File: config.mk
export PLATFORM = sky130hd
export DESIGN_NAME = text_display_top
export DESIGN_NICKNAME = d
export VERILOG_FILES = /design/src/design/text_pkg.sv /design/src/design/vga_timing.sv /design/src/design/multi_char_rom_16x16.sv /design/src/design/font_rom.sv /design/src/design/pipe_delay.sv /design/src/design/char_draw.sv /design/src/design/text_display_top.sv
export SDC_FILE = /design/constraint.sdc
export NUM_CORES = 1
export LEC_CHECK = 0
export BUFFER_PORTS_ARGS = -buffer_cell sky130_fd_sc_hd__buf_2
export CORE_ASPECT_RATIO = 1.5
export CORE_UTILIZATION = 60
export DETAILED_ROUTE_END_ITERATION = 16
export HOLD_SLACK_MARGIN = 0.06
export PLACE_DENSITY = 0.78
export SLEW_MARGIN = 20
export SYNTH_ARGS = -nofsm -noshare
export SYNTH_HDL_FRONTEND = slang
export SYNTH_HIERARCHICAL = 1
export SYNTH_SLANG_ARGS = --single-unit
File: constraint.sdc
create_clock -name pclk -period 8.22 [get_ports pclk]
set_input_delay 0.822 -clock pclk [delete_from_list [all_inputs] [get_ports pclk]]
set_output_delay 0.822 -clock pclk [all_outputs]
set_load 0.1 [all_outputs]
File: src/design/text_pkg.sv
package text_pkg;

        ////////////////////
        // Scan position and sync levels
        ////////////////////

        // One word per pixel clock from the timing generator
        typedef struct packed {
                logic [10:0] hcount;
                logic [10:0] vcount;
                logic        hsync;
                logic        vsync;
                logic        hblnk;
                logic        vblnk;
        } vga_timing_t;

        // What leaves the chip each pixel
        typedef struct packed {
                logic        hsync;
                logic        vsync;
                logic [11:0] rgb;
        } vga_out_t;

        ////////////////////
        // Character map and font
        ////////////////////

        // ASCII subset, 7 bits
        typedef logic [6:0] char_code_t;

        // Row in the upper nibble, column in the lower nibble
        typedef logic [7:0] char_xy_t;

        // Glyph size in pixels and lines
        localparam int CHAR_W = 8;
        localparam int CHAR_H = 16;

        ////////////////////
        // Colours, 4 bits per channel
        ////////////////////

        localparam logic [11:0] TEXT_RGB = 12'hff0;
        localparam logic [11:0] BG_RGB   = 12'h114;

endpackage

File: src/design/vga_timing.sv
`timescale 1ns/1ns

module vga_timing #(
        parameter int H_TOTAL      = 1056,
        parameter int H_ACTIVE     = 800,
        parameter int H_SYNC_START = 840,
        parameter int H_SYNC_LEN   = 128,
        parameter int V_TOTAL      = 628,
        parameter int V_ACTIVE     = 600,
        parameter int V_SYNC_START = 601,
        parameter int V_SYNC_LEN   = 4
) (
        input  logic                  pclk,
        input  logic                  rst_n,
        output text_pkg::vga_timing_t tim
);

        logic [10:0] hcount_nxt;
        logic [10:0] vcount_nxt;
        logic        hsync_nxt;
        logic        vsync_nxt;
        logic        hblnk_nxt;
        logic        vblnk_nxt;

        ////////////////////
        // Next counter values
        ////////////////////

        always_comb begin
                if (tim.hcount == 11'(H_TOTAL - 1)) begin
                        hcount_nxt = '0;
                        // Line wraps with the last pixel of the frame
                        if (tim.vcount == 11'(V_TOTAL - 1)) begin
                                vcount_nxt = '0;
                        end else begin
                                vcount_nxt = tim.vcount + 11'd1;
                        end
                end else begin
                        hcount_nxt = tim.hcount + 11'd1;
                        vcount_nxt = tim.vcount;
                end
        end

        ////////////////////
        // Sync and blanking, decoded from the next counts
        ////////////////////

        // Positive syncs
        always_comb begin
                hsync_nxt = (hcount_nxt >= 11'(H_SYNC_START)) &&
                            (hcount_nxt < 11'(H_SYNC_START + H_SYNC_LEN));
                vsync_nxt = (vcount_nxt >= 11'(V_SYNC_START)) &&
                            (vcount_nxt < 11'(V_SYNC_START + V_SYNC_LEN));
                hblnk_nxt = hcount_nxt >= 11'(H_ACTIVE);
                vblnk_nxt = vcount_nxt >= 11'(V_ACTIVE);
        end

        // Counts and levels land in the same register, so they stay in step
        always_ff @(posedge pclk or negedge rst_n) begin
                if (!rst_n) begin
                        tim <= '0;
                end else begin
                        tim.hcount <= hcount_nxt;
                        tim.vcount <= vcount_nxt;
                        tim.hsync  <= hsync_nxt;
                        tim.vsync  <= vsync_nxt;
                        tim.hblnk  <= hblnk_nxt;
                        tim.vblnk  <= vblnk_nxt;
                end
        end

endmodule

File: src/design/multi_char_rom_16x16.sv
`timescale 1ns/1ns

module multi_char_rom_16x16 (
        input  text_pkg::char_xy_t   multi_char_xy,
        output text_pkg::char_code_t multi_char_code
);

        // Fixed screen, MULTI in row 2 from column 6
        always_comb begin
                case (multi_char_xy)
                        8'h26: begin
                                multi_char_code = 7'h4d;   // M
                        end
                        8'h27: begin
                                multi_char_code = 7'h55;   // U
                        end
                        8'h28: begin
                                multi_char_code = 7'h4c;   // L
                        end
                        8'h29: begin
                                multi_char_code = 7'h54;   // T
                        end
                        8'h2a: begin
                                multi_char_code = 7'h49;   // I
                        end
                        // Every other cell is blank
                        default: begin
                                multi_char_code = 7'h20;
                        end
                endcase
        end

endmodule

File: src/design/font_rom.sv
`timescale 1ns/1ns

module font_rom (
        input  logic        pclk,
        input  logic [10:0] addr,
        output logic [7:0]  char_line
);

        text_pkg::char_code_t code;
        logic [3:0]           line;
        logic [7:0]           row;

        // Code in the upper bits, glyph line in the lower four
        assign code = addr[10:4];
        assign line = addr[3:0];

        ////////////////////
        // Glyph table, bit 7 is the leftmost pixel
        ////////////////////

        always_comb begin
                row = 8'h00;
                case (code)
                        7'h4d: begin
                                case (line) inside
                                        4'd2: row = 8'b11000110;
                                        4'd3: row = 8'b11101110;
                                        4'd4: row = 8'b11111110;
                                        4'd5: row = 8'b11010110;
                                        [4'd6:4'd11]: row = 8'b11000110;
                                        default: row = 8'h00;
                                endcase
                        end
                        7'h55: begin
                                case (line) inside
                                        [4'd2:4'd10]: row = 8'b11000110;
                                        4'd11: row = 8'b01111100;
                                        default: row = 8'h00;
                                endcase
                        end
                        7'h4c: begin
                                case (line) inside
                                        [4'd2:4'd10]: row = 8'b11000000;
                                        4'd11: row = 8'b11111110;
                                        default: row = 8'h00;
                                endcase
                        end
                        7'h54: begin
                                case (line) inside
                                        4'd2: row = 8'b11111110;
                                        [4'd3:4'd11]: row = 8'b00111000;
                                        default: row = 8'h00;
                                endcase
                        end
                        7'h49: begin
                                case (line) inside
                                        4'd2, 4'd11: row = 8'b01111100;
                                        [4'd3:4'd10]: row = 8'b00111000;
                                        default: row = 8'h00;
                                endcase
                        end
                        // Space and anything not in the table draw nothing
                        default: begin
                                row = 8'h00;
                        end
                endcase
        end

        // One cycle of ROM latency
        always_ff @(posedge pclk) begin
                char_line <= row;
        end

endmodule

File: src/design/pipe_delay.sv
`timescale 1ns/1ns

module pipe_delay #(
        parameter type payload_t = logic,
        parameter int  DEPTH     = 1
) (
        input  logic     pclk,
        input  logic     rst_n,
        input  payload_t din,
        output payload_t dout
);

        payload_t stage [DEPTH];

        ////////////////////
        // Shift register
        ////////////////////

        always_ff @(posedge pclk or negedge rst_n) begin
                if (!rst_n) begin
                        for (int i = 0; i < DEPTH; i++) begin
                                stage[i] <= '0;
                        end
                end else begin
                        stage[0] <= din;
                        // Older entries move one slot along
                        for (int i = 1; i < DEPTH; i++) begin
                                stage[i] <= stage[i-1];
                        end
                end
        end

        assign dout = stage[DEPTH-1];

endmodule

File: src/design/char_draw.sv
`timescale 1ns/1ns

module char_draw #(
        parameter int TEXT_X = 300,
        parameter int TEXT_Y = 200
) (
        input  logic                  pclk,
        input  logic                  rst_n,
        input  text_pkg::vga_timing_t tim_in,
        output text_pkg::vga_out_t    vga
);

        // 16 x 16 cells
        localparam int TEXT_W = 16 * text_pkg::CHAR_W;
        localparam int TEXT_H = 16 * text_pkg::CHAR_H;

        logic                  in_rect;
        logic [10:0]           rel_x;
        logic [10:0]           rel_y;
        text_pkg::char_xy_t    char_xy;
        text_pkg::char_code_t  map_code;
        text_pkg::char_code_t  font_code;
        logic [10:0]           font_addr;
        logic [7:0]            char_line;
        logic [2:0]            col;
        logic [2:0]            col_d;
        text_pkg::vga_timing_t tim_d;
        logic                  pix_on;

        ////////////////////
        // Stage 0, addresses
        ////////////////////

        assign rel_x = tim_in.hcount - 11'(TEXT_X);
        assign rel_y = tim_in.vcount - 11'(TEXT_Y);

        assign in_rect = (tim_in.hcount >= 11'(TEXT_X)) &&
                         (tim_in.hcount < 11'(TEXT_X + TEXT_W)) &&
                         (tim_in.vcount >= 11'(TEXT_Y)) &&
                         (tim_in.vcount < 11'(TEXT_Y + TEXT_H));

        // Row of cells above the column of cells
        assign char_xy = {rel_y[7:4], rel_x[6:3]};
        assign col     = rel_x[2:0];

        multi_char_rom_16x16 u_char_map (
                .multi_char_xy   (char_xy),
                .multi_char_code (map_code)
        );

        // Code 0 has no glyph, so outside the box the row comes back empty
        assign font_code = in_rect ? map_code : '0;
        assign font_addr = {font_code, rel_y[3:0]};

        font_rom u_font (
                .pclk      (pclk),
                .addr      (font_addr),
                .char_line (char_line)
        );

        ////////////////////
        // Stage 1, align with the glyph row
        ////////////////////

        pipe_delay #(
                .payload_t (text_pkg::vga_timing_t),
                .DEPTH     (1)
        ) u_tim_dly (
                .pclk  (pclk),
                .rst_n (rst_n),
                .din   (tim_in),
                .dout  (tim_d)
        );

        pipe_delay #(
                .payload_t (logic [2:0]),
                .DEPTH     (1)
        ) u_col_dly (
                .pclk  (pclk),
                .rst_n (rst_n),
                .din   (col),
                .dout  (col_d)
        );

        // Leftmost pixel sits in bit 7
        assign pix_on = char_line[3'd7 - col_d];

        // Output register
        always_ff @(posedge pclk or negedge rst_n) begin
                if (!rst_n) begin
                        vga <= '0;
                end else begin
                        vga.hsync <= tim_d.hsync;
                        vga.vsync <= tim_d.vsync;
                        if (tim_d.hblnk || tim_d.vblnk) begin
                                vga.rgb <= 12'h000;
                        end else if (pix_on) begin
                                vga.rgb <= text_pkg::TEXT_RGB;
                        end else begin
                                vga.rgb <= text_pkg::BG_RGB;
                        end
                end
        end

endmodule

File: src/design/text_display_top.sv
`timescale 1ns/1ns

module text_display_top #(
        parameter int H_TOTAL      = 1056,
        parameter int H_ACTIVE     = 800,
        parameter int H_SYNC_START = 840,
        parameter int H_SYNC_LEN   = 128,
        parameter int V_TOTAL      = 628,
        parameter int V_ACTIVE     = 600,
        parameter int V_SYNC_START = 601,
        parameter int V_SYNC_LEN   = 4,
        parameter int TEXT_X       = 300,
        parameter int TEXT_Y       = 200
) (
        input  logic               pclk,
        input  logic               rst_n,
        output text_pkg::vga_out_t vga
);

        text_pkg::vga_timing_t tim;

        ////////////////////
        // Frame scan
        ////////////////////

        vga_timing #(
                .H_TOTAL      (H_TOTAL),
                .H_ACTIVE     (H_ACTIVE),
                .H_SYNC_START (H_SYNC_START),
                .H_SYNC_LEN   (H_SYNC_LEN),
                .V_TOTAL      (V_TOTAL),
                .V_ACTIVE     (V_ACTIVE),
                .V_SYNC_START (V_SYNC_START),
                .V_SYNC_LEN   (V_SYNC_LEN)
        ) u_vga_timing (
                .pclk  (pclk),
                .rst_n (rst_n),
                .tim   (tim)
        );

        ////////////////////
        // Text overlay, two cycles behind the scan
        ////////////////////

        char_draw #(
                .TEXT_X (TEXT_X),
                .TEXT_Y (TEXT_Y)
        ) u_char_draw (
                .pclk   (pclk),
                .rst_n  (rst_n),
                .tim_in (tim),
                .vga    (vga)
        );

endmodule

==> impl_metrics.yaml, run 1 <==
finish:
  antennaDiodeCount: 0
  instances_no_fill: 348
  layout.nets: 306
  drive_gt1_share_pct: 12.0
  area_growth_syn_to_layout_pct: 3.07
critical_path:
  rr_worst_depth: 13
  critical_path_depth: 13
  start_kind: "flop"
  cp_common_cell: "nand2_1"
  crit_path_end: "u_char_draw/u_font/char_line[1]"
  worstPathCellList: "inv_1 > ha_1 > nand2b_1 > nand2_1 > xnor2_1 > nor4b_4 > and3_1 > nand2_1 > nor4_1 > or4b_4 > a2111oi_4 > o21ai_1 > nand2_1"
  cp-startpoint: "u_vga_timing/tim[7]"
  cp_max_fo: 12
  max_stage_delay_ns: 0.58
  required_ns: 8.46
  worst_r2r_endpoint: "u_char_draw/u_font/char_line[1]"
  crit_family: "simple AND/OR/NAND/NOR gates"
  cp.arrival_ns: 4.00
  critPathKind: "reg2reg"
  critical_path.slowest_cell: "nor4_1"
  endpoint_kind: "flop"
  regToRegSetupSlack_ns: 4.46
  timing.rr.start: "u_vga_timing/tim[7]"
  crit_buf_inv: 1
pwr:
  peakVddDrop_v: 0.000105
  powerDensity_nw_per_um2: 123
  switching_power_uw: 83.3
  swShare_pct: 23.3
  p_clk_share_pct: 36.8
  p_comb_share_pct: 2.7
  power.internal_uw: 274
  p_leak_uw: 0.00115
  p_seq_share_pct: 60.5
drt:
  via_per_inst: 6.48
  wirelength_mm: 5.87
  wl_per_cell_um: 16.9
  drtIter0Drc: 65
  ant_nets: 0
  vias: 2256
  firstDrtPassIters: 10
  drc: 3
flow_run:
  maxCapViolations: 0
floorplanning:
  fp.coreArea_sq_um: 4500
  die_w_um: 57.9
  fp-row-count: 30
  die_h_um: 85.8
  initial_core_util_pct: 62.4
  die_area_sq_um: 4960
  top_level_ports: 16
global_route:
  grt_max_degree: 39
  grt_pass1_vias: 2187
  antenna_found_initial: 0
  grt_first_pass_wirelength_mm: 10.1
  grt_use_total_pct: 26.1
  grt_overflow: 0
sta:
  period_share_pct: 45.8
  slew-limit-headroom_pct: 35.9
  hold_violations: 0
  rsz0062_at_grt: "false"
  min_period_ns: 3.76
  worst_pin_slew_ns: 0.953
  tns_ns: 0
  maxSlewViolCount: 0
  setup_violations: 0
  fmax_mhz: 266
  hold_ws_ns: 0.357
  finClkSkew_ns: 0.0120
placed_design:
  place_inst: 341
  io_buffers: 12
  dp_hpwl_mm: 4.19
  globalplace.congestion: 0.956
clock_tree:
  post_cts_resized: 0
  cts_sinks: 44
  cts_max_path_buffers: 2
  ctsRootBufferMaster: "clkbuf_8"
  postCtsSetupBuffers: 0
  clk_latency_ns: 0.30
  cts_max_level: 2
  holdBufCountCts: 0
  numCtsBuffers: 5
  clk_pin_slew_ns: 0.09
  cts_tree: "built"
synthesis:
  synthCells: 298
  ys_warn_count: 6
  syn-cell-area_sq_um: 2810
  syn_avg_cell_area_sq_um: 9.43
min_path:
  hold_path.class: "reg2reg"
  hold_depth: 0
run_status:
  outcome: "complete, but fails checks"
  violations: "design-rule violations"
routing by layer:
layer  routed length (um)  vias up  GRT usage, %
met4                  127        0          11.5
met3                  227       14          3.92
met5                    0        -             0
met1                 2400     1089          32.0
met2                 3120       64          44.5
li1                     -     1089             -
metrics by stage:
stage          utilization, %  power [uW]  instance area, sq um  worst slack, ns
5_1_grt                  64.3         369                  2900             4.11
3_5_place_dp             62.3         230                  2810             4.55
4_1_cts                  64.1         361                  2890             4.52
2_1_floorplan               -         228                  2820             5.19
6_report                 64.3         357                  2900             4.46
3_3_place_gp             62.3         230                  2810             4.65
worst min-delay path by stage:
stage                             startpoint                             to
2_1_floorplan            u_vga_timing/tim[0]  u_char_draw/u_tim_dly/dout[0]
3_3_place_gp             u_vga_timing/tim[1]  u_char_draw/u_tim_dly/dout[1]
3_5_place_dp             u_vga_timing/tim[3]  u_char_draw/u_tim_dly/dout[3]
4_1_cts        u_char_draw/u_tim_dly/dout[2]            u_char_draw/vga[12]
5_1_grt        u_char_draw/u_tim_dly/dout[2]            u_char_draw/vga[12]
6_report       u_char_draw/u_tim_dly/dout[2]            u_char_draw/vga[12]
layout by cell type (no fill, tap or decap), types with 3 or more instances in the layout:
cell and instances:
dfrtp_1 38, nand2_1 23, xnor2_1 15, nor4_1 15
buf_2 12, o21ai_0 12, nor3_1 12, inv_1 11
xor2_1 10, nor2_1 10, nand2b_1 9, nand3_1 9
a21oi_1 8, nand4_1 8, nor4b_1 6, dfxtp_1 6
clkbuf_8 5, conb_1 5, and2_1 4, nor2b_1 4
ha_1 4, nand3b_1 4, and3_1 4, nand4b_1 4
a22o_1 3, o21ai_1 3, o22ai_1 3, a31oi_1 3
o31ai_1 3
power by group through the flow:
| stage | registers [uW] | clock network (uW) | logic (uW) |
|---|---|---|---|
| after global placement | 220 | 0 | 9.87 |
| final | 216 | 131 | 9.66 |
| after detailed placement | 220 | 0 | 10.0 |
| after CTS | 216 | 136 | 10.0 |
| after global routing | 216 | 143 | 10.9 |
| after floorplan | 220 | 0 | 7.90 |
area by class of cell:
cell class / count / area (sq um)
inverters: 11 / 41.3
clock inverters: 2 / 12.5
multi-input cells: 225 / 1570
well taps: 48 / 60.1
repair buffers: 13 / 67.6
flip-flops and latches: 44 / 1070
fillers: 372 / 1610
clock buffers: 5 / 68.8
state kept, by name, indices dropped and copies added (netlist names):
name and count:
u_vga_timing/tim 26, u_char_draw/u_tim_dly/dout 4, u_char_draw/u_col_dly/dout 3, u_char_draw/vga 5
u_char_draw/u_font/char_line 6
worst register-to-register path, delay by kind of cell, from the launching register on:
family	cells	cell delay, ns
and+or+nand+nor	8	2.06
DFF	1	0.55
AOI/OAI and AO/OA	2	0.44
adders and majority gates	1	0.27
buffers and inverters	1	0.21
xor gates and xnor gates	1	0.17
Power figures use the tool's default switching activity.
==> run 2: changes to the inputs <==
--- a/config.mk
+++ b/config.mk
@@ -5,6 +5,7 @@
 export SDC_FILE = /design/constraint.sdc
 export NUM_CORES = 1
 export LEC_CHECK = 0
+export ABC_AREA = 1
 export BUFFER_PORTS_ARGS = -buffer_cell sky130_fd_sc_hd__buf_2
 export CORE_ASPECT_RATIO = 1.5
 export CORE_UTILIZATION = 60
==> constraint.sdc (replaced) <==
create_clock -name pclk -period 3.75 [get_ports pclk]
set_input_delay 0.375 -clock pclk [delete_from_list [all_inputs] [get_ports pclk]]
set_output_delay 0.375 -clock pclk [all_outputs]
set_load 0.1 [all_outputs]
==> run 2 against run 1 <==
  * The flow now finishes without violations
  * Largest power group unchanged
  * First-iteration DRC count increased by 32%
  * Combinational power increased by 120%
  * Critical path type unchanged
  * Cell area increased by 17%
==> impl_metrics.yaml, run 2 <==
run_status:
  outcome: "complete, no violations"
sta:
  tns_ns: 0
  fmax_mhz: 374
  worst_pin_slew_ns: 0.813
  rsz0062_at_grt: "false"
  slew-limit-headroom_pct: 45.8
  min_period_ns: 2.67
  maxSlewViolCount: 0
  period_share_pct: 71.3
  setup_violations: 0
  hold_violations: 0
  finClkSkew_ns: 0.00707
drt:
  firstDrtPassIters: 5
  via_per_inst: 5.15
  wl_per_cell_um: 11.4
  ant_nets: 0
  drc: 0
  drtIter0Drc: 86
  wirelength_mm: 6.04
  vias: 2733
finish:
  drive_gt1_share_pct: 20.7
  final_common_cell: "nand2_1"
  antennaDiodeCount: 0
  layout.nets: 468
  utilization_pct: 66.1
  top_regs: "u_vga_timing/tim x26, u_char_draw/u_font/char_line x6, u_char_draw/vga x5"
  final_cell_mix: "nand2_1, inv_1, nor2_1, nand3_1, dfrtp_1"
  regMostFlops: "u_vga_timing/tim"
  area_growth_syn_to_layout_pct: 5.74
  largest_reg_flops: 26
global_route:
  grt_first_pass_wirelength_mm: 10.4
  grt_overflow: 0
  antenna_found_initial: 0
  grt_pass1_vias: 2662
  grt_max_degree: 39
  grt_use_total_pct: 24.1
critical_path:
  start_kind: "flop"
  cp_max_fo: 7
  required_ns: 3.99
  critPathKind: "reg2reg"
  cp.arrival_ns: 2.92
  endpoint_kind: "flop"
floorplanning:
  fp.coreArea_sq_um: 5120
  die_w_um: 61.7
  die_area_sq_um: 5640
  initial_core_util_pct: 62.5
  fp-row-count: 32
  top_level_ports: 16
  die_h_um: 91.5
clock_tree:
  clk_latency_ns: 0.29
  postCtsSetupBuffers: 0
  ctsRootBufferMaster: "clkbuf_8"
  cts_tree: "built"
  clk_pin_slew_ns: 0.08
  holdBufCountCts: 0
  post_cts_resized: 0
  numCtsBuffers: 5
  cts_max_path_buffers: 2
  cts_sinks: 44
  cts_max_level: 2
placed_design:
  dp_hpwl_mm: 4.81
  io_buffers: 12
  globalplace.congestion: 0.867
pwr:
  swShare_pct: 20.7
  p_comb_share_pct: 2.5
  p_leak_uw: 0.00180
  powerDensity_nw_per_um2: 257
  peakVddDrop_v: 0.000237
  power.internal_uw: 691
  switching_power_uw: 180
  p_clk_share_pct: 43.3
  p_seq_share_pct: 54.3
flow_run:
  maxCapViolations: 0
synthesis:
  ys_warn_count: 6
  syn_avg_cell_area_sq_um: 7.07
  syn-cell-area_sq_um: 3200
  synthCells: 453
min_path:
  hold_path.class: "in2async"
==> run 2: metrics by stage <==
| stage | setup slack (ns) | instances | hold slack, ns | power, uW | area [sq um] |
|---|---|---|---|---|---|
| finish | 1.08 | 531 | 0.163 | 871 | 3390 |
| global route | 0.771 | 531 | 0.253 | 903 | 3390 |
| CTS | 1.07 | 531 | 0.201 | 884 | 3390 |
| detailed placement | 1.11 | 523 | 0.340 | 505 | 3270 |
| global placement | 1.19 | 523 | 0.335 | 505 | 3270 |
| floorplan | 1.40 | 455 | 0.0794 | 500 | 3210 |
==> run 2: cell type report <==
class	instances	area, sq um
Clock buffer	6	82.6
Clock inverter	2	38.8
Timing Repair Buffer	12	60.1
Multi-Input combinational cell	311	1720
Tap cell	68	85.1
Fill cell	463	1740
Inverter	88	330
Sequential cell	44	1070
==> run 2: worst max-delay path, stage by stage, from the launching register on <==
cell and delay (ns):
dfrtp_1 0.47, ha_1 0.25, inv_1 0.08, nand2_1 0.06, nand2_1 0.07, xor2_1 0.30
inv_2 0.11, nor2_4 0.14, nand2_1 0.07, nand2_1 0.06, nand2_1 0.04, nand2_1 0.05
inv_1 0.04, nor3_2 0.23, nand2_1 0.07, inv_1 0.07, nand2_1 0.06, nor2_2 0.20
nand2_4 0.08, nand2_2 0.07, nor2_2 0.04, nand2_1 0.05
==> run 2: power by group through the flow <==
stage	logic [uW]	clock network, uW	registers, uW
after floorplan	17.4	0	483
after global placement	22.1	0	483
after detailed placement	22.2	0	483
after CTS	22.1	389	473
after global routing	24.2	406	473
final	21.4	377	473
==> run 2: metal layers <==
metal	up-vias	track usage, %	wire length (um)
met4	0	12.0	185
met5	-	0	0
met2	60	43.0	3250
li1	1397	-	-
met1	1258	25.2	2410
met3	18	4.84	193
==> run 2: final timing paths <==
path / start / to / slack [ns] / cells past startpoint
max in group asynchronous: rst_n / u_char_draw/u_col_dly/dout[2] / 3.06 / 1
worst max register to register: u_vga_timing/tim[17] / u_char_draw/u_font/char_line[2] / 1.08 / 21
worst max-delay path: u_vga_timing/tim[17] / u_char_draw/u_font/char_line[2] / 1.08 / 21
worst min-delay path: rst_n / u_char_draw/vga[2] / 0.16 / 1
min in group pclk: u_vga_timing/tim[3] / u_char_draw/u_tim_dly/dout[3] / 0.36 / 0
worst min register to register: u_vga_timing/tim[3] / u_char_draw/u_tim_dly/dout[3] / 0.36 / 0
==> run 3: changes to the inputs <==
--- a/config.mk
+++ b/config.mk
@@ -8,7 +8,7 @@
 export ABC_AREA = 1
 export BUFFER_PORTS_ARGS = -buffer_cell sky130_fd_sc_hd__buf_2
 export CORE_ASPECT_RATIO = 1.5
-export CORE_UTILIZATION = 60
+export CORE_UTILIZATION = 57
 export DETAILED_ROUTE_END_ITERATION = 16
 export HOLD_SLACK_MARGIN = 0.06
 export PLACE_DENSITY = 0.78
==> constraint.sdc (replaced) <==
create_clock -name pclk -period 2.4 [get_ports pclk]
set_input_delay 0.24 -clock pclk [delete_from_list [all_inputs] [get_ports pclk]]
set_output_delay 0.24 -clock pclk [all_outputs]
set_load 0.1 [all_outputs]
==> run 3 against run 2 <==
  * Setup slack got worse by 1.0 ns
  * Register-to-register slack got worse by 1.0 ns
  * Die area increased by 5.1%
  * Flip-flop and latch count unchanged
  * Cell area increased by 4.7%
  * Sequential power increased by 56%
  * Final cell count increased by 2.4%
  * Clock skew about the same
  * Non-clock buffer count increased by 12
  * Power increased by 39%
  * Clock power increased by 17%
  * Critical path type unchanged
  * Worst hold slack got worse by 0.11 ns
==> impl_metrics.yaml, run 3 (synthesized netlist as in run 2, its figures left out) <==
floorplanning:
  die_area_sq_um: 5930
  fp-row-count: 33
  die_h_um: 93.8
  initial_core_util_pct: 58.8
  fp.coreArea_sq_um: 5450
  top_level_ports: 16
  die_w_um: 63.2
pwr:
  p_leak_uw: 0.00185
  power_uw: 1210
  peakVddDrop_v: 0.000279
  powerDensity_nw_per_um2: 342
min_path:
  hold_path.class: "in2async"
finish:
  drive_gt1_share_pct: 27.2
  antennaDiodeCount: 0
  largest_reg_flops: 26
  regMostFlops: "u_vga_timing/tim"
  top_regs: "u_vga_timing/tim x26, u_char_draw/u_font/char_line x6, u_char_draw/vga x5"
  layout.nets: 480
  area_growth_syn_to_layout_pct: 10.7
  final_cell_mix: "nand2_1, inv_1, nor2_1, dfrtp_1, nand3_1"
  fillers: 478
  final_common_cell: "nand2_1"
placed_design:
  globalplace.congestion: 0.876
  dp_hpwl_mm: 4.87
  io_buffers: 12
  pre_cts_slack_ns: 0.00668
sta:
  maxSlewViolCount: 0
  fmax_mhz: 423
  period_share_pct: 98.6
  finClkSkew_ns: 0.00721
  layout_setup_ws_ns: 0.0338
  min_period_ns: 2.37
  worst_pin_slew_ns: 0.841
  hold_violations: 0
  slew-limit-headroom_pct: 44.0
  tns_ns: 0
  setup_violations: 0
  rsz0062_at_grt: "true"
clock_tree:
  cts_max_level: 2
  clk_latency_ns: 0.29
  clk_pin_slew_ns: 0.08
  cts_max_path_buffers: 2
  cts_sinks: 44
  cts_tree: "built"
  numCtsBuffers: 5
  ctsRootBufferMaster: "clkbuf_8"
critical_path:
  critPathKind: "reg2reg"
  cp_common_cell: "nand2_1"
  crit_path_end: "u_char_draw/u_font/char_line[6]"
  cp-startpoint: "u_vga_timing/tim[17]"
  endpoint_kind: "flop"
  max_stage_delay_ns: 0.39
  worst_r2r_endpoint: "u_char_draw/u_font/char_line[6]"
  required_ns: 2.64
  start_kind: "flop"
  rr_worst_depth: 21
  cp.arrival_ns: 2.60
  regToRegSetupSlack_ns: 0.03
  crit_family: "simple AND/OR/NAND/NOR gates"
  worstPathCellList: "ha_2 > inv_2 > nand2_2 > nand2_2 > xor2_2 > inv_2 > nor2_4 > nand2_1 > nand2_1 > nand2_1 > nand2_1 > inv_1 > nor3_2 > inv_1 > nor2_1 > nand2_1 > nor2_1 > nand2_1 > nand2_1 > nor2_2 > nand2_1"
  critical_path.slowest_cell: "dfrtp_1"
  cp_max_fo: 4
  crit_buf_inv: 4
  timing.rr.start: "u_vga_timing/tim[17]"
  critical_path_depth: 21
drt:
  top_layer_used: "met4"
  via_per_inst: 5.06
  wirelength_mm: 6.39
  vias: 2754
  wl_met1_mm: 2.57
  ant_nets: 0
  firstDrtPassIters: 5
  wl_per_cell_um: 11.7
  met2_length_mm: 3.49
  wl_met3_um: 145
  drtIter0Drc: 114
  drc: 0
flow_run:
  maxCapViolations: 0
global_route:
  grt_max_degree: 39
  grt_use_total_pct: 23.6
  grt_pass1_vias: 2795
  grt_first_pass_wirelength_mm: 11.0
  grt_overflow: 0
  antenna_found_initial: 0
run_status:
  outcome: "complete, no violations"
[run 3: cell types whose count changed in the layout (fill, tap and decap cells not counted), sizes merged]
cell | before | now
buf | 12 | 24
bufinv | 1 | 0
clkbuf | 6 | 5
clkinvlp | 0 | 1
[run 3: report_power, final]
group	switching [uW]	internal, uW
sequential	0	739
combinational	33.0	0.746
clock	245	197
[run 3: how the worst min path moves through the flow]
stage	end	slack, ns	depth (start not counted)
finish	u_vga_timing/tim[24]	0.05	1
global route	u_vga_timing/tim[24]	0.11	1
CTS	u_vga_timing/tim[24]	0.06	1
detailed placement	u_char_draw/vga[13]	0.34	0
global placement	u_char_draw/u_tim_dly/dout[2]	0.34	0
floorplan	u_char_draw/u_col_dly/dout[0]	-0.06	0
[run 3: stage by stage]
step / hold WS (ns) / utilization (%) / cell area [sq um] / instances
after global placement: 0.337 / 61.4 / 3340 / 535
after global routing: 0.109 / 65.1 / 3550 / 544
final: 0.0478 / 65.1 / 3550 / 544
after detailed placement: 0.337 / 61.4 / 3340 / 535
after floorplan: -0.0556 / - / 3210 / 455
after CTS: 0.0620 / 63.0 / 3440 / 542
[run 3: area by class of cell]
cell class                 count  area (sq um)  share of cell area [%]
inverter                      88           330                    9.31
timing repair buffer          24           150                    4.23
tap                           70          87.6                    2.47
clock inverter                 2          12.5                   0.353
multi-input combinational    311          1830                    51.5
clock buffer                   5          68.8                    1.94
sequential                    44          1070                    30.2
[run 3: layer usage]
layer / global-route usage (%) / vias to the layer above
li1: - / 1423
met1: 23.0 / 1269
met2: 46.9 / 48
met3: 4.13 / 14
met4: 10.8 / 0
met5: 0 / -
[run 3: repair_timing]
| item | CTS | global route |
|---|---|---|
| setup buffers | 0 | 2 |
| pin swaps | 0 | 20 |
| gates resized for setup | 2 | 30 |
| endpoints found under the setup margin | 3 | 6 |
| hold endpoints to repair | 0 | 0 |
| hold buffers | 0 | 0 |
